`src/cpu_pkg.sv`:
```
`default_nettype none

package cpu_pkg;

	// Sizes
	localparam int TAG_BITS = 4;
	localparam int REG_BITS = 5;
	localparam int REG_COUNT = 32;
	localparam int RAM_WORDS = 256;
	localparam int RAM_ADDR_BITS = $clog2(RAM_WORDS);

	// Cycles from first request to ready
	localparam int RAM_WAIT = 2;
	localparam int RAM_WAIT_BITS = $clog2(RAM_WAIT + 1);
	localparam logic [RAM_WAIT_BITS-1:0] RAM_WAIT_LAST = RAM_WAIT_BITS'(RAM_WAIT - 1);

	// Memory stage FSM encoding
	localparam logic [1:0] ST_IDLE = 2'd0;
	localparam logic [1:0] ST_RMW_READ = 2'd1;
	localparam logic [1:0] ST_RMW_REQUEST = 2'd2;
	localparam logic [1:0] ST_RMW_WAIT = 2'd3;

	typedef enum logic [2:0] {
		MEM_BYTE = 3'd1,
		MEM_HALF = 3'd2,
		MEM_WORD = 3'd4
	} mem_width_e;

	// One bus word, seen as byte lanes or half lanes
	typedef union packed {
		logic [3:0][7:0] bytes;
		logic [1:0][15:0] halves;
	} mem_word_u;

	typedef struct packed {
		logic [TAG_BITS-1:0] tag;
		logic [REG_BITS-1:0] inst_rd;
		logic [31:0] rd;
		logic [31:0] pc_next;
		logic mem_read;
		logic mem_write;
		mem_width_e width;
		logic is_signed;
		logic [31:0] address;
	} mem_req_t;

	typedef struct packed {
		logic [TAG_BITS-1:0] tag;
		logic [REG_BITS-1:0] inst_rd;
		logic [31:0] rd;
		logic [31:0] pc_next;
	} mem_result_t;

	typedef struct packed {
		logic rw;
		logic request;
		logic [31:0] address;
		logic [31:0] wdata;
	} bus_req_t;

	typedef struct packed {
		logic ready;
		logic [31:0] rdata;
	} bus_rsp_t;

endpackage

`default_nettype wire

```
`src/writeback_regfile.sv`:
```
`timescale 1ns/10ps
`default_nettype none

module writeback_regfile
	import cpu_pkg::*;
(
	input wire i_clock,
	input wire i_reset,
	input wire mem_result_t i_result,
	input wire [REG_BITS-1:0] i_read_index,
	output logic [31:0] o_read_data
);

	logic [31:0] regs [REG_COUNT];
	logic [TAG_BITS-1:0] last_tag;
	logic result_new;

	// Each finished instruction shows up as a tag change
	assign result_new = (i_result.tag != last_tag);

	always_ff @(posedge i_clock) begin
		if (i_reset) begin
			last_tag <= '0;
			for (int i = 0; i < REG_COUNT; i++) begin
				regs[i] <= '0;
			end
		end else if (result_new) begin
			last_tag <= i_result.tag;
			if (i_result.inst_rd != '0) begin
				regs[i_result.inst_rd] <= i_result.rd;
			end
		end
	end

	// x0 is hardwired
	assign o_read_data = (i_read_index == '0) ? 32'd0 : regs[i_read_index];

endmodule

`default_nettype wire

```
`config.mk`:
```
export PLATFORM = sky130hd
export DESIGN_NAME = writeback_regfile
export DESIGN_NICKNAME = d
export VERILOG_FILES = /design/src/cpu_pkg.sv /design/src/writeback_regfile.sv
export SDC_FILE = /design/constraint.sdc
export NUM_CORES = 1
export LEC_CHECK = 0
export BUFFER_PORTS_ARGS = -buffer_cell sky130_fd_sc_hd__buf_4
export CAP_MARGIN = 0
export CORE_UTILIZATION = 55
export CTS_BUF_LIST = sky130_fd_sc_hd__clkbuf_16
export DETAILED_ROUTE_END_ITERATION = 8
export GPL_TIMING_DRIVEN = 0
export HOLD_SLACK_MARGIN = 0.12
export PLACE_DENSITY_LB_ADDON = 0.05
export SLEW_MARGIN = 10
export SYNTH_ARGS = -nofsm -noshare
export SYNTH_HDL_FRONTEND = slang
export SYNTH_SLANG_ARGS = --single-unit
```
`constraint.sdc`:
```
create_clock -name i_clock -period 3.9 [get_ports i_clock]
set_clock_uncertainty 0.15 [all_clocks]
set_input_delay 0.78 -clock i_clock [delete_from_list [all_inputs] [get_ports i_clock]]
set_output_delay 0.78 -clock i_clock [all_outputs]
set_load 0.005 [all_outputs]
```
==> impl_metrics.json, run 1 <==
{
  "die_area_sq_um": 85700,
  "cp-end-kind": "output port",
  "grt_start_max_net_pins": 33,
  "ios": 112,
  "ys_seq_area_frac": 0.663,
  "worst_ep_arrival_time_ps": 3020,
  "die_w_um": 293,
  "vias": 26900,
  "vias_per_cell": 6.10,
  "antenna_found_initial": 3,
  "dp_worst_setup_slack_ps": -1300,
  "period_share": 1.01,
  "fin_nets": 3266,
  "violations": "negative setup slack",
  "start_util": 0.555,
  "holdWs_ps": 212,
  "synthCells": 2968,
  "cellPowerDensity_nw_per_um2": 459,
  "tightest_slew_ps": 1360,
  "syn2layout_area_growth_pct": 13.4,
  "post-route-drc-count": 0,
  "finalHoldViolations": 0,
  "wl_per_cell_um": 30.5,
  "grt_pass1_wl_um": 189000,
  "path_clk_slew_ps": 60,
  "grt_pass1_vias": 27000,
  "drv_cap": 0,
  "synth_fa_ha_area_frac": 0,
  "cts_buffers": 107,
  "clk_latency_ps": 660,
  "first_pass_iters": 6,
  "track_usage": 0.315,
  "fp.dieH_um": 293,
  "cts_sinks": 1028,
  "fmax_mhz": 253,
  "synthMuxAreaShare": 0.130,
  "drtIter0Drc": 2917,
  "synth_compound_area_frac": 0.0299,
  "period_minus_slack_ps": 3950,
  "synth_top_family_by_area": "simple AND/OR/NAND/NOR gates",
  "cp_max_fo": 10,
  "p_leak_nw": 19.6,
  "postCtsHoldBufs": 0,
  "r2r-start": "last_tag[2]",
  "finalMaxSlewViolations": 0,
  "worst_slack_ps": -49.9,
  "wl_um": 134000,
  "drive_above_1_share": 0.213,
  "yosys.area_share.simple": 0.150,
  "grt_overflow": 0,
  "place_inst": 4209,
  "cts-root-buf": "clkbuf_16",
  "dpl.hpwl_um": 92200,
  "layout_common_cells": "1024 x edfxtp_1, 993 x and2_1, 224 x mux4_2, 187 x clkbuf_1, 110 x clkbuf_16",
  "required_ps": 2970,
  "min_path_type": "in -> reg",
  "rsz0062_at_grt": "true",
  "ant_nets": 0,
  "syn_area_sq_um": 46500,
  "ys.warnings.count": 0,
  "cts_buffer_depth": 3,
  "critPathLaunchType": "input pin",
  "critPathKind": "in -> out",
  "dpl_cell_area_sq_um": 48600,
  "ys_ff_latch": 1028,
  "gp_congestion": 0.904,
  "cts_tree": "built",
  "finalNonFillerCells": 4405,
  "final_common_cell": "edfxtp_1",
  "ir_drop_v": 0.000388,
  "min_from": "i_result[72]",
  "core_area_sq_um": 83700,
  "max_slew_margin": 0.0872,
  "status": "finished with violations",
  "rows": 106,
  "crit_path_start": "i_read_index[4]",
  "stdcell_area_sq_um": 52700,
  "setup_viol": 7,
  "fin_setup_tns_ps": -172,
  "portBuffers": 75,
  "ys_types": 38,
  "htree_levels": 3,
  "yosys.area_share.xor_xnor": 0.000754,
  "synth_area_per_cell_sq_um": 15.7
}
-- sequential cells by signal, summed over array words and instances, names as in the netlist --
| signal | flops |
|---|---|
| regs | 1024 |
| last_tag | 4 |
-- area by class of cell --
cell class / instances / area (sq um)
Fill cell: 6150 / 31000
Sequential cell: 1028 / 30800
Multi-Input combinational cell: 1675 / 15100
Clock buffer: 110 / 2750
Buffer: 295 / 1450
Tap cell: 1134 / 1420
Timing Repair Buffer: 78 / 611
Clock inverter: 81 / 507
Antenna cell: 3 / 7.51
Inverter: 1 / 3.75
-- metrics by stage --
stage	total power, mW	utilization
floorplan	13.8	-
global placement	14.6	0.580
detailed placement	14.6	0.581
CTS	24.2	0.628
global route	24.7	0.630
finish	24.2	0.630
-- report_power, final --
group | switching [mW] | total (mW) | internal, mW
registers | 0.0912 | 12.6 | 12.5
logic | 1.26 | 1.92 | 0.659
clock network | 4.21 | 9.66 | 5.45
total | 5.56 | 24.2 | 18.6
-- cell usage after synthesis, drive strengths merged --
cell type	instances	share of area
o41ai	3	0.0015
mux4	224	0.11
nor3b	2	0.00032
buf	52	0.0057
nand3b	3	0.00048
or4	1	0.00016
o2111ai	9	0.0017
nor4	1	0.00027
a221oi	23	0.0043
or3	1	0.00013
nand3	1	0.00011
and3b	1	0.00019
nand2b	1	0.00013
dfxtp	4	0.0017
a22oi	32	0.0052
conb	1	0.000081
o21ai	55	0.0059
xor2	4	0.00075
nand2	21	0.0017
a211oi	32	0.0052
or2	32	0.0043
mux2i	64	0.014
mux2	32	0.0078
nor2b	38	0.0051
inv	1	0.000081
edfxtp	1024	0.66
nor3	8	0.00097
a311oi	32	0.0060
or3b	1	0.00019
and2	993	0.13
clkbuf	243	0.020
nor2	29	0.0023
-- worst max-delay path, stage by stage --
cell and delay, ps:
clkbuf_2 230, or2_2 360, clkbuf_1 150, or4_1 620, clkbuf_2 280, o21ai_1 200, a311oi_4 130, buf_4 250
-- final timing paths --
| check | to | slack (ps) | depth (start not counted) |
|---|---|---|---|
| setup / recovery | o_read_data[13] | -50 | 8 |
| hold / removal | last_tag[3] | 210 | 2 |
| setup reg to reg | regs[12][10] | 60 | 4 |
| hold reg to reg | regs[3][31] | 1690 | 4 |
-- cell families after synthesis --
kind of cell / count (synthesis)
xor+xnor: 4
flops: 1028
other cells: 1
simple gates: 1133
buf+inv: 296
mux: 320
compound gates: 186
-- per-layer routing --
| metal | vias to the layer above | global-route usage | share of wire | wire length [um] |
|---|---|---|---|---|
| met5 | - | 0 | 0.00016 | 22 |
| met4 | 4 | 0.130 | 0.042 | 5600 |
| met3 | 236 | 0.0496 | 0.084 | 11200 |
| met2 | 1286 | 0.501 | 0.48 | 64300 |
| met1 | 13900 | 0.438 | 0.40 | 53100 |
| li1 | 11400 | - | - | - |
-- timing repair --
item,4_1_cts,5_1_grt
hold endpoints to repair,0,0
pin swaps,14,8
cloned,0,0
setup buffers,2,0
resized for setup,200,46
endpoints found under the setup margin,32,25
(Power assumes the default switching activity.)
==> inputs of run 2 (changes only) <==
--- a/config.mk
+++ b/config.mk
@@ -6,13 +6,14 @@
 export NUM_CORES = 1
 export LEC_CHECK = 0
 export BUFFER_PORTS_ARGS = -buffer_cell sky130_fd_sc_hd__buf_4
-export CAP_MARGIN = 0
+export CAP_MARGIN = 20
 export CORE_UTILIZATION = 55
 export CTS_BUF_LIST = sky130_fd_sc_hd__clkbuf_16
 export DETAILED_ROUTE_END_ITERATION = 8
 export GPL_TIMING_DRIVEN = 0
 export HOLD_SLACK_MARGIN = 0.12
 export PLACE_DENSITY_LB_ADDON = 0.05
+export REMOVE_ABC_BUFFERS = 1
 export SLEW_MARGIN = 10
 export SYNTH_ARGS = -nofsm -noshare
 export SYNTH_HDL_FRONTEND = slang
==> run 2 against run 1 <==
Compared with the run above:
- the run still ends with negative setup slack left
- worst setup slack improved by 32 ps
- utilization increased by 1.3 points
- sequential share of layout area is 1.2 points lower
- routed wire length fell by 1.1%
- count of clock-buffer cells in the layout fell by 1
- total power is 2.4% higher
- via count shrank 1.9%
- sequential power hardly changed
- critical path depth shrank 2
- clock power rose by 6%
- critical path type unchanged
==> impl_metrics.json, run 2 (synthesis results as in run 1) <==
{
  "vias_per_cell": 6.24,
  "core_area_sq_um": 83700,
  "cts_sinks": 1028,
  "finalMaxSlewViolations": 0,
  "finalHoldViolations": 0,
  "drtIter0Drc": 3093,
  "rows": 106,
  "finalNonFillerCells": 4224,
  "setup_viol": 2,
  "ir_drop_v": 0.000389,
  "p_leak_nw": 20.0,
  "place_inst": 3985,
  "largest_reg_flops": 1024,
  "post-route-drc-count": 0,
  "drive_above_1_share": 0.240,
  "wl_per_cell_um": 31.4,
  "drv_cap": 0,
  "die_w_um": 293,
  "cts_buffer_depth": 3,
  "fill_cells": 5915,
  "crit_path_start": "i_read_index[4]",
  "worst-r2r-cell-count": 6,
  "grt_start_max_net_pins": 72,
  "final_common_cell": "edfxtp_1",
  "worst_ep_arrival_time_ps": 2990,
  "period_minus_slack_ps": 3920,
  "first_pass_iters": 5,
  "vias": 26400,
  "cp_max_fo": 35,
  "reg2reg_to": "regs[9][21]",
  "fin_nets": 3077,
  "start_util": 0.555,
  "wl_um": 133000,
  "grt_pass1_vias": 26800,
  "dpl_cell_area_sq_um": 49000,
  "worst_slack_ps": -17.8,
  "cts_tree": "built",
  "fmax_mhz": 255,
  "violations": "negative setup slack",
  "layout_common_cells": "1024 x edfxtp_1, 992 x and2_1, 224 x mux4_2, 110 x clkbuf_16, 96 x buf_4",
  "htree_levels": 3,
  "critPathLaunchType": "input pin",
  "cellPowerDensity_nw_per_um2": 460,
  "max_slew_margin": 0.222,
  "status": "finished with violations",
  "r2r_slack_ps": 170,
  "ant_nets": 0,
  "r2r-start": "last_tag[0]",
  "whs_path_depth": 2,
  "period_share": 1.00,
  "grt_overflow": 0,
  "critPathKind": "in -> out",
  "multi_input_area_sq_um": 15400,
  "die_area_sq_um": 85700,
  "clk_latency_ps": 670,
  "ios": 112,
  "grt_pass1_wl_um": 189000,
  "final_core_utilization": 0.643,
  "power.total_mw": 24.8,
  "tightest_slew_ps": 1170,
  "dp_worst_setup_slack_ps": -1650,
  "ff_latch_area_sq_um": 30800,
  "stdcell_area_sq_um": 53800,
  "cts-root-buf": "clkbuf_16",
  "antenna_found_initial": 10,
  "regMostFlops": "regs",
  "syn2layout_area_growth_pct": 15.8,
  "path_clk_slew_ps": 60,
  "largest_registers": "regs: 1024 flops, last_tag: 4 flops",
  "rsz0062_at_grt": "true",
  "holdPathEnd": "last_tag[3]",
  "fp.dieH_um": 293,
  "min_from": "i_result[72]",
  "holdWs_ps": 189,
  "min_path_type": "in -> reg",
  "cp-end-kind": "output port",
  "required_ps": 2970,
  "track_usage": 0.314,
  "fin_setup_tns_ps": -29.8,
  "portBuffers": 79,
  "gp_congestion": 0.840,
  "dpl.hpwl_um": 75800,
  "cts_buffers": 107
}
run 2: worst max-delay path, cell delays in order:
cell,delay (ps)
buf_6,450
nand2b_2,530
buf_12,300
a211oi_2,140
a311oi_2,510
buf_4,200
run 2: layout make-up:
type	instances	area share
inverters	1	0.000302
well taps	1134	0.0264
multi-input cells	1677	0.286
clock buffers	109	0.0507
diodes	4	0.000186
repair buffers	182	0.0504
flip-flops and latches	1028	0.573
clock inverters	89	0.0139
run 2: how the worst max path moves through the flow:
stage,to,slack (ps)
6_report,o_read_data[15],-20
2_1_floorplan,regs[4][0],140
5_1_grt,o_read_data[16],-20
4_1_cts,o_read_data[17],2
3_3_place_gp,o_read_data[18],-7350
3_5_place_dp,o_read_data[18],-1650
run 2: layer usage:
layer	vias up	wire, um	share of wire	GRT usage
met5	-	27	0.00020	0
met4	4	3110	0.023	0.0887
met3	179	11300	0.085	0.0549
met2	1145	64400	0.49	0.508
met1	14000	53800	0.41	0.440
li1	11100	-	-	-
run 2: power by group:
group	total, mW	switching [mW]	internal [mW]	leakage (nW)
sequential	12.6	0.0879	12.5	11.0
clock	10.2	4.31	5.90	1.78
combinational	1.98	1.24	0.735	7.25
run 2: timing repair:
item | 4_1_cts | 5_1_grt
hold buffers | 0 | 0
gates cloned | 18 | 1
endpoints found under the setup margin | 128 | 75
setup buffers | 15 | 0
pin swaps | 15 | 0
gates resized for setup | 138 | 14
