==> config.mk <==
export PLATFORM = sky130hd
export DESIGN_NAME = cpu_memory
export DESIGN_NICKNAME = d
export VERILOG_FILES = /design/src/cpu_pkg.sv /design/src/mem_lane_align.sv /design/src/cpu_memory.sv
export SDC_FILE = /design/constraint.sdc
export NUM_CORES = 1
export LEC_CHECK = 0
export BUFFER_PORTS_ARGS = -buffer_cell sky130_fd_sc_hd__buf_2
export CAP_MARGIN = 15
export CORE_AREA = 3 3 127 129
export CTS_BUF_LIST = sky130_fd_sc_hd__clkbuf_4 sky130_fd_sc_hd__clkbuf_8 sky130_fd_sc_hd__clkbuf_16
export DETAILED_ROUTE_END_ITERATION = 10
export DIE_AREA = 0 0 130 132
export GPL_ROUTABILITY_DRIVEN = 0
export PLACE_DENSITY = 0.75
export SYNTH_ARGS = -nofsm -noshare
export SYNTH_HDL_FRONTEND = slang
export SYNTH_SLANG_ARGS = --single-unit
==> constraint.sdc <==
create_clock -name i_clock -period 2.3 [get_ports i_clock]
set_input_delay 0.23 -clock i_clock [delete_from_list [all_inputs] [get_ports i_clock]]
set_output_delay 0.23 -clock i_clock [all_outputs]
set_load 0.1 [all_outputs]
==> src/cpu_pkg.sv <==
`default_nettype none

package cpu_pkg;

	// Sizes
	localparam int TAG_BITS = 4;
	localparam int REG_BITS = 5;
	localparam int REG_COUNT = 32;
	localparam int RAM_WORDS = 256;
	localparam int RAM_ADDR_BITS = $clog2(RAM_WORDS);

	// Cycles from first request to ready
	localparam int RAM_WAIT = 2;
	localparam int RAM_WAIT_BITS = $clog2(RAM_WAIT + 1);
	localparam logic [RAM_WAIT_BITS-1:0] RAM_WAIT_LAST = RAM_WAIT_BITS'(RAM_WAIT - 1);

	// Memory stage FSM encoding
	localparam logic [1:0] ST_IDLE = 2'd0;
	localparam logic [1:0] ST_RMW_READ = 2'd1;
	localparam logic [1:0] ST_RMW_REQUEST = 2'd2;
	localparam logic [1:0] ST_RMW_WAIT = 2'd3;

	typedef enum logic [2:0] {
		MEM_BYTE = 3'd1,
		MEM_HALF = 3'd2,
		MEM_WORD = 3'd4
	} mem_width_e;

	// One bus word, seen as byte lanes or half lanes
	typedef union packed {
		logic [3:0][7:0] bytes;
		logic [1:0][15:0] halves;
	} mem_word_u;

	typedef struct packed {
		logic [TAG_BITS-1:0] tag;
		logic [REG_BITS-1:0] inst_rd;
		logic [31:0] rd;
		logic [31:0] pc_next;
		logic mem_read;
		logic mem_write;
		mem_width_e width;
		logic is_signed;
		logic [31:0] address;
	} mem_req_t;

	typedef struct packed {
		logic [TAG_BITS-1:0] tag;
		logic [REG_BITS-1:0] inst_rd;
		logic [31:0] rd;
		logic [31:0] pc_next;
	} mem_result_t;

	typedef struct packed {
		logic rw;
		logic request;
		logic [31:0] address;
		logic [31:0] wdata;
	} bus_req_t;

	typedef struct packed {
		logic ready;
		logic [31:0] rdata;
	} bus_rsp_t;

endpackage

`default_nettype wire

==> src/mem_lane_align.sv <==
`timescale 1ns/10ps
`default_nettype none

module mem_lane_align
	import cpu_pkg::*;
(
	input wire mem_word_u i_word,
	input wire [1:0] i_byte_index,
	input wire mem_width_e i_width,
	input wire i_signed,
	input wire [31:0] i_store_data,
	output logic [31:0] o_load_value,
	output logic [31:0] o_merged_word
);

	logic [7:0] load_byte;
	logic [15:0] load_half;
	mem_word_u merged;

	// Halves are only addressed at offsets 0 and 2
	assign load_byte = i_word.bytes[i_byte_index];
	assign load_half = i_word.halves[i_byte_index[1]];

	always_comb begin
		case (i_width)
			MEM_BYTE: begin
				o_load_value = {{24{i_signed & load_byte[7]}}, load_byte};
			end
			MEM_HALF: begin
				o_load_value = {{16{i_signed & load_half[15]}}, load_half};
			end
			default: begin
				o_load_value = i_word;
			end
		endcase
	end

	// Drop the new lane into the word read back from the bus
	always_comb begin
		merged = i_word;
		case (i_width)
			MEM_BYTE: begin
				merged.bytes[i_byte_index] = i_store_data[7:0];
			end
			MEM_HALF: begin
				if (i_byte_index[0]) begin
					// Misaligned half
					merged = '0;
				end else begin
					merged.halves[i_byte_index[1]] = i_store_data[15:0];
				end
			end
			default: begin
				merged = i_store_data;
			end
		endcase
	end

	assign o_merged_word = merged;

endmodule

`default_nettype wire

==> src/cpu_memory.sv <==
`timescale 1ns/10ps
`default_nettype none

module cpu_memory
	import cpu_pkg::*;
(
	input wire i_clock,
	input wire i_reset,

	input wire mem_req_t i_req,

	output bus_req_t o_bus,
	input wire bus_rsp_t i_bus,

	output mem_result_t o_result,
	output logic o_stall
);

	logic [1:0] state;
	logic bus_rw;
	logic bus_request;
	logic [31:0] bus_wdata;
	logic new_req;
	logic is_access;
	logic word_store;
	logic done;
	logic [31:0] load_value;
	logic [31:0] merged_word;

	assign new_req = (i_req.tag != o_result.tag);
	assign is_access = i_req.mem_read | i_req.mem_write;
	assign word_store = i_req.mem_write && (i_req.width == MEM_WORD);

	// Hold upstream until the access has finished
	assign o_stall = new_req && is_access;

	assign o_bus = '{
		rw: bus_rw,
		request: bus_request,
		address: {i_req.address[31:2], 2'b00},
		wdata: bus_wdata
	};

	mem_lane_align mem_lane_align_i (
		.i_word(i_bus.rdata),
		.i_byte_index(i_req.address[1:0]),
		.i_width(i_req.width),
		.i_signed(i_req.is_signed),
		.i_store_data(i_req.rd),
		.o_load_value(load_value),
		.o_merged_word(merged_word)
	);

	always_comb begin
		done = 1'b0;
		case (state)
			ST_IDLE: begin
				if (new_req) begin
					if (!is_access) begin
						done = 1'b1;
					end else if (i_req.mem_read || word_store) begin
						done = i_bus.ready;
					end
				end
			end
			ST_RMW_WAIT: begin
				done = i_bus.ready;
			end
			default: begin
				done = 1'b0;
			end
		endcase
	end

	// Bus side
	always_ff @(posedge i_clock) begin
		if (i_reset) begin
			state <= ST_IDLE;
			bus_rw <= 1'b0;
			bus_request <= 1'b0;
			bus_wdata <= '0;
		end else begin
			case (state)
				ST_IDLE: begin
					if (new_req && is_access) begin
						bus_request <= 1'b1;
						if (i_req.mem_read) begin
							if (i_bus.ready) begin
								bus_request <= 1'b0;
							end
						end else if (word_store) begin
							bus_rw <= 1'b1;
							bus_wdata <= i_req.rd;
							if (i_bus.ready) begin
								bus_rw <= 1'b0;
								bus_request <= 1'b0;
							end
						end else begin
							// Narrow store reads the old word first
							bus_rw <= 1'b0;
							state <= ST_RMW_READ;
						end
					end
				end
				ST_RMW_READ: begin
					if (i_bus.ready) begin
						bus_request <= 1'b0;
						bus_rw <= 1'b1;
						bus_wdata <= merged_word;
						state <= ST_RMW_REQUEST;
					end
				end
				ST_RMW_REQUEST: begin
					// Request was low for one cycle, raise it for the write
					bus_request <= 1'b1;
					state <= ST_RMW_WAIT;
				end
				ST_RMW_WAIT: begin
					if (i_bus.ready) begin
						bus_request <= 1'b0;
						bus_rw <= 1'b0;
						state <= ST_IDLE;
					end
				end
				default: begin
					state <= ST_IDLE;
				end
			endcase
		end
	end

	// Result register
	always_ff @(posedge i_clock) begin
		if (i_reset) begin
			o_result <= '0;
		end else if (done) begin
			o_result.tag <= i_req.tag;
			o_result.inst_rd <= i_req.inst_rd;
			o_result.pc_next <= i_req.pc_next;
			if (i_req.mem_read) begin
				o_result.rd <= load_value;
			end else if (!i_req.mem_write) begin
				o_result.rd <= i_req.rd;
			end
		end
	end

endmodule

`default_nettype wire

==> results of run 1 <==
synth_stat cells, types with 18 or more instances:
library cell and instances:
a211oi_1 18, a21oi_1 29, a221oi_1 20, a22o_1 33, buf_2 22, buf_4 39
clkbuf_1 25, dfxtp_1 109, mux2i_1 44, nand2_1 47, nor2_1 102, nor3b_1 19
o21ai_0 23
flip-flops by register name, summed over array words and instances, names as in the netlist:
register     flops
state            2
bus_rw           1
bus_wdata       32
bus_request      1
o_result        73
through the flow:
stage,hold WS (ps),util [%]
6_report,105,49.4
3_3_place_gp,443,47.1
2_1_floorplan,374,-
4_1_cts,90.4,49.4
3_5_place_dp,448,47.1
5_1_grt,102,49.4
cells in the final DEF (no fill, tap or decap), types with 7 or more instances in the layout:
| cell | synthesis | routed |
|---|---|---|
| mux2_2 | 8 | 8 |
| buf_4 | 39 | 23 |
| nor3_1 | 10 | 10 |
| buf_2 | 22 | 223 |
| a32o_1 | 16 | 16 |
| or2_2 | 17 | 17 |
| a211oi_1 | 18 | 18 |
| nor3b_1 | 19 | 19 |
| a22o_1 | 33 | 33 |
| clkbuf_16 | 0 | 9 |
| nor2_1 | 102 | 100 |
| nor2b_1 | 8 | 7 |
| mux2i_1 | 44 | 44 |
| o21ai_0 | 23 | 23 |
| a221oi_1 | 20 | 20 |
| dfxtp_1 | 109 | 104 |
| a22oi_1 | 11 | 11 |
| nand2b_1 | 9 | 9 |
| a31oi_1 | 15 | 15 |
| a21oi_1 | 29 | 29 |
| nand2_1 | 47 | 47 |
kinds of logic (layout without fill, tap and decap cells):
logic type / Yosys count / count (layout)
multiplexers: 53 / 53
other: 1 / 3
AND/OR/NAND/NOR: 238 / 238
buffers and inverters: 97 / 274
AO/OA/AOI/OAI: 186 / 186
XOR/XNOR: 5 / 5
adder cells (fa/ha/maj): 5 / 5
flip-flops: 109 / 109
area by class of cell:
class                      count  area, µm²  share of cell area, %
inverter                       6       22.5                  0.301
sequential                   109       2190                   29.2
timing repair buffer         252       1410                   18.8
clock buffer                   9        225                   3.01
clock inverter                 7        121                   1.62
tap                          188        235                   3.14
multi-input combinational    489       3280                   43.9
antenna                        1       2.50                 0.0334
per-layer routing:
metal	GRT usage (%)	vias up	part of all wire, %
met4	9.30	2	3.3
met1	26.6	2746	38
met2	38.7	346	48
met3	6.12	61	11
met5	0	-	0.045
li1	-	2827	-
final timing paths:
path	startpoint	end	cells past startpoint
setup / recovery	state[1]$_SDFFE_PP0P_	bus_wdata[19]$_SDFFE_PP0P_	7
hold / removal	i_req[42]	o_result[4]$_SDFFE_PP0P_	3
setup reg to reg	state[1]$_SDFFE_PP0P_	bus_wdata[19]$_SDFFE_PP0P_	7
hold reg to reg	o_result[57]$_SDFFE_PP0P_	o_result[57]$_SDFFE_PP0P_	1
worst max-delay path, delay by kind of cell, from the launching register on:
| family | cells | cell delay [ps] |
|---|---|---|
| buffers and inverters | 2 | 310 |
| DFF | 1 | 340 |
| adders and majority gates | 1 | 190 |
| AOI/OAI and AO/OA | 2 | 630 |
| and+or+nand+nor | 2 | 520 |
report_power, final:
part           switching, mW  internal [mW]  total, mW  leakage, nW
combinational           6.16           1.65       7.81         2.52
sequential             0.335           2.52       2.85        0.896
clock                  0.742           1.07       1.81        0.170
==> reports/qor.yml, run 1 <==
synthesis:
  yosysUniqueCellTypes: 54
  ys_top_cells_by_area: "dfxtp_1 (36%), mux2i_1 (7.3%), nor2_1 (6.4%)"
  synth_xor_area_share_pct: 0.729
  synth_top_family_by_area: "compound AO/OA/AOI/OAI gates"
  synthAdderAreaFrac_pct: 1.04
  yosysWarnings: 0
  synth_compound_area_share_pct: 23.8
  syn_area_um2: 6010
  syn_area_per_cell_um2: 8.66
  ys.flop_type: "dfxtp_1"
  synth_top_area_cell: "dfxtp_1"
  synth_edf_count: 0
  async_flop_share_pct: 0
  ys_ff_latch: 109
  postSynthCellCount: 694
  seq_area_frac_synth_pct: 36.3
  yosysTopAreaCellShare_pct: 36.3
  synth-simple-area-share_pct: 19.5
  synth.mux.area_fraction_pct: 9.20
place:
  place_area_um2: 7140
  dp_cells: 1044
  preCtsSetupSlack_ps: 184
  portBuffers: 223
  place_hpwl_um: 15400
timing:
  tns_ps: 0
  hold_violations: 0
  setup_slack_ps: 197
  fmax_mhz: 475
  post-route-min-period_ps: 2100
  rsz0062_at_grt: "false"
  final.setup_skew_ps: 8.78
  period_share_pct: 91.4
  drv_slew: 0
  setup_viol_count_final: 0
  worst_pin_slew_ps: 606
  slew_headroom_pct: 59.4
routing:
  final_antenna_net_count: 0
  wl_per_cell_um: 19.0
  drt_iter0_markers: 512
  via_count: 5982
  drt-total-wl_um: 20100
  drc_errors: 0
  vias_per_cell: 5.64
  dr.pass1.iters: 5
worst_setup_path:
  crit_required_ps: 2530
  crit_path_max_incr_delay_ps: 500
  path_max_fanout: 14
  start_kind: "flop"
  crit_path_end_kind: "flop"
  worstPathArrival_ps: 2340
  crit_chain: "inv_1, ha_1, buf_4, nor2b_1, nand2_1, a221oi_1, o41ai_2"
  rrSetupSlack_ps: 200
  critPathKind: "flop to flop"
  worst_path_max_delay_cell: "a221oi_1"
power_and_ir_drop:
  powerDensity_nw_per_um2: 1670
  leakagePower_nw: 3.59
  total_power_mw: 12.5
  peakVddDrop_uv: 917
clocking:
  clockRootBuffer: "clkbuf_16"
  post_cts_resized: 0
  htreeDepth: 3
  clock_latency_ps: 350
  cts_setup_buffers: 0
  cts_buffer_depth: 2
  clkSlewWorstSetupHoldPaths_ps: 80
  numCtsBuffers: 9
  postCtsHoldBufs: 0
  cts_tree: "built"
  cts.sinks: 109
die:
  die_area_um2: 17200
  core_area_um2: 15100
  die_w_um: 130
  ios: 286
  rows: 45
  initial_utilization_pct: 39.7
  dieHeight_um: 132
global_route:
  grt_use_total_pct: 22.7
  grt_pass1_wl_um: 30500
  grt_max_degree: 42
  antenna_found_initial: 3
  grt_pass1_vias: 5707
  grt_overflow: 0
layout:
  drive_above_1_share_pct: 36.1
  instances_no_fill: 1061
  num-fill-cells: 1475
  stdcell_area_um2: 7490
  syn_to_final_growth_pct: 24.6
  nets: 1018
flow_run:
  max_cap_violations: 0
status:
  status: "finished, final reports clean"
min_path:
  hp-class: "input port to flop"
Note: power is estimated with default switching activity, not from simulation.
==> run 2: changes to the inputs <==
- CTS_BUF_LIST: sky130_fd_sc_hd__clkbuf_4 sky130_fd_sc_hd__clkbuf_8 sky130_fd_sc_hd__clkbuf_16 -> sky130_fd_sc_hd__clkbuf_4 sky130_fd_sc_hd__clkbuf_8
==> run 2 against run 1 <==
Via count grew 0.57%. Sequential power is essentially flat. Setup slack gained 2.2 ps. Routed wire length grew 0.14%. Total power shrank 3.1%. Clock-buffer cell count is the same. Die area is the same. Register-to-register slack is essentially flat. Clock power shrank 22%. Worst hold slack lost 35 ps. Global-route usage is essentially flat. Critical endpoint unchanged. Largest cell class unchanged. Largest power group unchanged.
==> reports/qor.yml, run 2 (synthesis gave the netlist of run 1 again) <==
clocking:
  cts_setup_buffers: 0  # unchanged
  cts_tree: "built"
  htreeDepth: 3  # unchanged
  clkSlewWorstSetupHoldPaths_ps: 110  # +30 ps
  cts_buffer_depth: 2  # unchanged
  clockRootBuffer: "clkbuf_8"
  numCtsBuffers: 9  # unchanged
  postCtsHoldBufs: 0  # unchanged
  cts.sinks: 109  # unchanged
  post_cts_resized: 0  # unchanged
  clock_latency_ps: 380  # +30 ps
place:
  preCtsSetupSlack_ps: 184  # unchanged
  portBuffers: 223  # unchanged
  place_hpwl_um: 15400  # unchanged
worst_setup_path:
  crit_family: "compound AO/OA/AOI/OAI gates"
  crit_path_max_incr_delay_ps: 510  # about the same
  worst_path_max_delay_cell: "a221oi_1"
  path_max_fanout: 14  # unchanged
  crit_path_end_kind: "flop"
  r2r-end: "bus_wdata[19]$_SDFFE_PP0P_"
  critPathKind: "flop to flop"
  startpoint: "state[1]$_SDFFE_PP0P_"
  rrSetupSlack_ps: 200  # about the same
  start_kind: "flop"
  crit_chain: "inv_1, ha_1, buf_4, nor2b_1, nand2_1, a221oi_1, o41ai_2"
  worstPathArrival_ps: 2370  # +30 ps
  crit_buf_inv: 2  # unchanged
  r2r_start: "state[1]$_SDFFE_PP0P_"
  crit_required_ps: 2570  # +40 ps
  worstRegToRegCells: 7  # unchanged
global_route:
  antenna_found_initial: 3  # unchanged
  grt_max_degree: 42  # unchanged
  grt_pass1_vias: 5690  # -0.30%
  grt_overflow: 0  # unchanged
  grt_pass1_wl_um: 30500  # unchanged
  grt_use_total_pct: 22.7  # about the same
die:
  die_area_um2: 17200  # unchanged
  ios: 286  # unchanged
  core_area_um2: 15100  # unchanged
  die_w_um: 130  # unchanged
  rows: 45  # unchanged
  dieHeight_um: 132  # unchanged
  initial_utilization_pct: 39.7  # unchanged
power_and_ir_drop:
  clkPwrFrac_pct: 11.8  # -2.7 points
  p_sw_mw: 7.18  # -0.65%
  switching_share_pct: 59.4  # +1.5 points
  seq_power_share_pct: 23.6  # +0.7 points
  powerDensity_nw_per_um2: 1640  # -1.8%
  power.internal_mw: 4.90  # -6.6%
  leakagePower_nw: 3.54  # -1.3%
  peakVddDrop_uv: 858  # -6.4%
  power_frac_comb_pct: 64.6  # +2.0 points
  total_power_mw: 12.1  # -3.1%
timing:
  setup_viol_count_final: 0  # unchanged
  period_share_pct: 91.3  # -0.094 points
  slew_headroom_pct: 60.0  # +0.60 points
  hold_violations: 0  # unchanged
  fmax_mhz: 476  # +0.10%
  final.setup_skew_ps: 12.9  # +4.14 ps
  drv_slew: 0  # unchanged
  post-route-min-period_ps: 2100  # -2.16 ps
  setup_slack_ps: 199  # +2.15 ps
  worst_pin_slew_ps: 597  # -8.91 ps
  tns_ps: 0  # unchanged
  rsz0062_at_grt: "false"
  hold_ws_ps: 70.5  # -34.8 ps
layout:
  top_register: "o_result"
  syn_to_final_growth_pct: 22.9
  reg.largest.list: "o_result x73, bus_wdata x32, state x2"
  final_common_cell: "buf_2"
  nets: 1018  # unchanged
  drive_above_1_share_pct: 36.1  # unchanged
  largest_register_ffs: 73  # unchanged
  final_cell_mix: "buf_2 (223), dfxtp_1 (104), nor2_1 (100)"
routing:
  drc_errors: 0  # unchanged
  via_count: 6016  # +0.57%
  wl_met3_um: 2110  # -2.2%
  vias_per_cell: 5.67  # +0.57%
  final_antenna_net_count: 0  # unchanged
  wl_per_cell_um: 19.0  # +0.14%
  wl_met1_um: 7790  # +1.2%
  drt_iter0_markers: 528  # +3.1%
  wl_met2_um: 9660  # +0.58%
  dr.pass1.iters: 5  # unchanged
  drt-total-wl_um: 20200  # +0.14%
  highest_layer: "met5"
min_path:
  holdPathEnd: "o_result[4]$_SDFFE_PP0P_"
  hold_start: "i_req[42]"
  hp-class: "input port to flop"
  worstHoldPathCells: 3  # unchanged
status:
  status: "finished, final reports clean"
flow_run:
  max_cap_violations: 0  # unchanged
run 2: cell counts in the layout (fill, tap and decap cells not counted):
Identical to the previous run, type by type.
run 2: layout make-up:
class / count / area (µm²)
clock buffer: 9 / 124
sequential: 109 / 2190
timing repair buffer: 252 / 1410
tap: 188 / 235
clock inverter: 7 / 121
fill: 1484 / 7760
antenna: 1 / 2.50
inverter: 6 / 22.5
multi-input combinational: 489 / 3280
run 2: metal layers:
metal	up-vias	GRT usage (%)
li1	2826	-
met1	2784	26.8
met2	352	38.6
met3	52	6.24
met4	2	8.89
met5	-	0
run 2: power by group through the flow:
| stage | Clock (mW) | Sequential, mW | Combinational [mW] |
|---|---|---|---|
| final | 1.42 | 2.85 | 7.81 |
| after global routing | 1.54 | 2.93 | 8.18 |
| after CTS | 1.46 | 2.85 | 7.83 |
| after detailed placement | 0 | 2.88 | 7.83 |
| after global placement | 0 | 2.88 | 7.76 |
| after floorplan | 0 | 7.04 | 2.56 |
run 2: how the worst max path moves through the flow:
stage	to	slack, ps	cells after the start
finish	bus_wdata[19]$_SDFFE_PP0P_	200	7
global route	bus_wdata[22]$_SDFFE_PP0P_	40	8
CTS	bus_wdata[22]$_SDFFE_PP0P_	150	8
detailed placement	bus_wdata[22]$_SDFFE_PP0P_	180	8
global placement	bus_wdata[22]$_SDFFE_PP0P_	240	8
floorplan	o_result[0]$_SDFFE_PP0P_	110	7
run 2: metrics by stage:
stage          cells  area (µm²)  util, %
3_5_place_dp    1044        7140     47.1
3_3_place_gp    1044        7140     47.1
2_1_floorplan    695        6020        -
6_report        1061        7390     48.8
5_1_grt         1060        7380     48.8
4_1_cts         1060        7380     48.7
run 2: worst reg2reg max path: stages, from the launching register on:
cell      delay (ps)
dfxtp_2          350
inv_1             90
ha_1             190
buf_4            220
nor2b_1          210
nand2_1          300
a221oi_1         510
o41ai_2          130
==> run 3: changes to the inputs <==
- BUFFER_PORTS_ARGS: -buffer_cell sky130_fd_sc_hd__buf_2 -> default
- DONT_BUFFER_PORTS: default -> 1
- PLACE_DENSITY: 0.75 -> 0.59
==> run 3 against run 2 <==
Worst hold slack got worse by 43 ps. Largest power group unchanged. Clock power down 14%. Total power up 0.34%. Via count fell by 3.4%. Sequential share of layout area is 0.16 points higher. Critical path depth unchanged.
==> reports/qor.yml, run 3 (synthesis gave the netlist of run 1 again) <==
worst_setup_path:
  crit_required_ps: 2590  # +20 ps
  critPathKind: "flop to flop"
  start_kind: "flop"
  r2r_start: "state[0]$_SDFFE_PP0P_"
  worstRegToRegCells: 7  # unchanged
  crit_chain: "inv_1, ha_1, or2_1, o31a_1, nor2b_2, buf_4, a22o_1"
  path_max_fanout: 32  # +18
  path_depth: 7  # unchanged
  rrSetupSlack_ps: 150  # -50 ps
  crit_buf_inv: 2  # unchanged
  crit_family: "compound AO/OA/AOI/OAI gates"
  crit_end: "o_result[45]$_SDFFE_PP0P_"
  r2r-end: "o_result[45]$_SDFFE_PP0P_"
  worst_path_max_delay_cell: "dfxtp_1"
  startpoint: "state[0]$_SDFFE_PP0P_"
  worstPathArrival_ps: 2440  # +70 ps
  crit_path_max_incr_delay_ps: 370  # -140 ps
  crit_path_end_kind: "flop"
die:
  dieHeight_um: 132  # unchanged
  core_area_um2: 15100  # unchanged
  die_w_um: 130  # unchanged
  ios: 286  # unchanged
  die_area_um2: 17200  # unchanged
  rows: 45  # unchanged
  initial_utilization_pct: 39.7  # unchanged
clocking:
  cts_setup_buffers: 0  # unchanged
  clkSlewWorstSetupHoldPaths_ps: 120  # about the same
  cts_tree: "built"
  clockRootBuffer: "clkbuf_8"
  htreeDepth: 3  # unchanged
  cts.sinks: 109  # unchanged
  numCtsBuffers: 9  # unchanged
  cts_buffer_depth: 2  # unchanged
  clock_latency_ps: 390  # about the same
global_route:
  grt_max_degree: 77  # +83%
  grt_use_total_pct: 23.8  # +1.2 points
  grt_pass1_wl_um: 31700  # +4.0%
  antenna_found_initial: 0  # -3
  grt_overflow: 0  # unchanged
  grt_pass1_vias: 5761  # +1.2%
layout:
  nets: 930  # -8.6%
  final_cell_mix: "buf_4 (117), dfxtp_1 (104), nor2_1 (100)"
  final_common_cell: "buf_4"
  top_register: "o_result"
  largest_register_ffs: 73  # unchanged
  reg.largest.list: "o_result x73, bus_wdata x32, state x2"
  syn_to_final_growth_pct: 22.3
  drive_above_1_share_pct: 23.6  # -13 points
  n_antenna_cell: 0  # -1
place:
  portBuffers: 0  # -100%
  place_hpwl_um: 15200  # -1.4%
routing:
  vias_per_cell: 5.98  # +5.5%
  via_count: 5813  # -3.4%
  final_antenna_net_count: 0  # unchanged
  drc_errors: 0  # unchanged
  wl_per_cell_um: 21.7  # +14%
  dr.pass1.iters: 5  # unchanged
  drt_iter0_markers: 447  # -15%
  drt-total-wl_um: 21100  # +4.8%
flow_run:
  max_cap_violations: 0  # unchanged
timing:
  setup_viol_count_final: 0  # unchanged
  slew_headroom_pct: 47.2  # -13 points
  worst_pin_slew_ps: 792  # +195 ps
  fmax_mhz: 465  # -2.3%
  post-route-min-period_ps: 2150  # +48.6 ps
  rsz0062_at_grt: "false"
  final.setup_skew_ps: 9.48  # -3.44 ps
  period_share_pct: 93.5  # +2.1 points
  hold_violations: 0  # unchanged
  tns_ps: 0  # unchanged
  drv_slew: 0  # unchanged
power_and_ir_drop:
  powerDensity_nw_per_um2: 1650  # +0.89%
  leakagePower_nw: 3.18  # -10%
  peakVddDrop_uv: 925  # +7.9%
  total_power_mw: 12.1  # +0.34%
min_path:
  hold_start: "i_reset"
  hp-class: "input port to flop"
status:
  status: "finished, final reports clean"
==> run 3: worst min path at each step <==
stage | endpoint | slack (ps) | depth (start not counted)
6_report | bus_wdata[16]$_SDFFE_PP0P_ | 30 | 2
3_5_place_dp | o_result[71]$_SDFFE_PP0P_ | 310 | 1
3_3_place_gp | o_result[69]$_SDFFE_PP0P_ | 300 | 1
5_1_grt | bus_wdata[16]$_SDFFE_PP0P_ | 3 | 2
4_1_cts | bus_wdata[16]$_SDFFE_PP0P_ | 7 | 2
2_1_floorplan | o_result[69]$_SDFFE_PP0P_ | 370 | 2
==> run 3: metrics by stage <==
stage               hold WS [ps]  std cells  instance area, µm²  setup WS, ps  util [%]
floorplan                    374        695                6020           112         -
global placement             303        913                6690           252      44.2
detailed placement           306        913                6690           139      44.2
CTS                         7.39        972                7350           122      48.5
global route                3.19        972                7350          55.4      48.5
finish                      27.8        972                7350           150      48.5
==> run 3: final cells by class <==
type	count	area, µm²
Fill cell	1425	7800
Multi-Input combinational cell	489	3280
Sequential cell	109	2190
Timing Repair Buffer	164	1410
Tap cell	188	235
Clock buffer	9	124
Clock inverter	7	86.3
Inverter	6	22.5
==> run 3: per-layer routing <==
metal | share of wire (%) | global-route usage, % | vias to the layer above | routed length (µm)
met4 | 4.3 | 12.0 | 0 | 911
met3 | 11 | 8.95 | 63 | 2400
met1 | 35 | 25.5 | 2754 | 7400
met5 | 0 | 0 | - | 0
li1 | - | - | 2656 | -
met2 | 49 | 40.6 | 340 | 10400
==> run 3: report_power, final <==
part	total [mW]	switching (mW)	internal (mW)	leakage [nW]
logic	8.16	6.21	1.95	2.18
registers	2.75	0.237	2.51	0.896
clock network	1.22	0.781	0.441	0.105
==> run 3: repair_timing <==
item | 4_1_cts | 5_1_grt
endpoints found under the setup margin | 0 | 2
gates resized for setup | 0 | 1
endpoints found under the hold margin | 76 | 0
hold buffers | 43 | 0
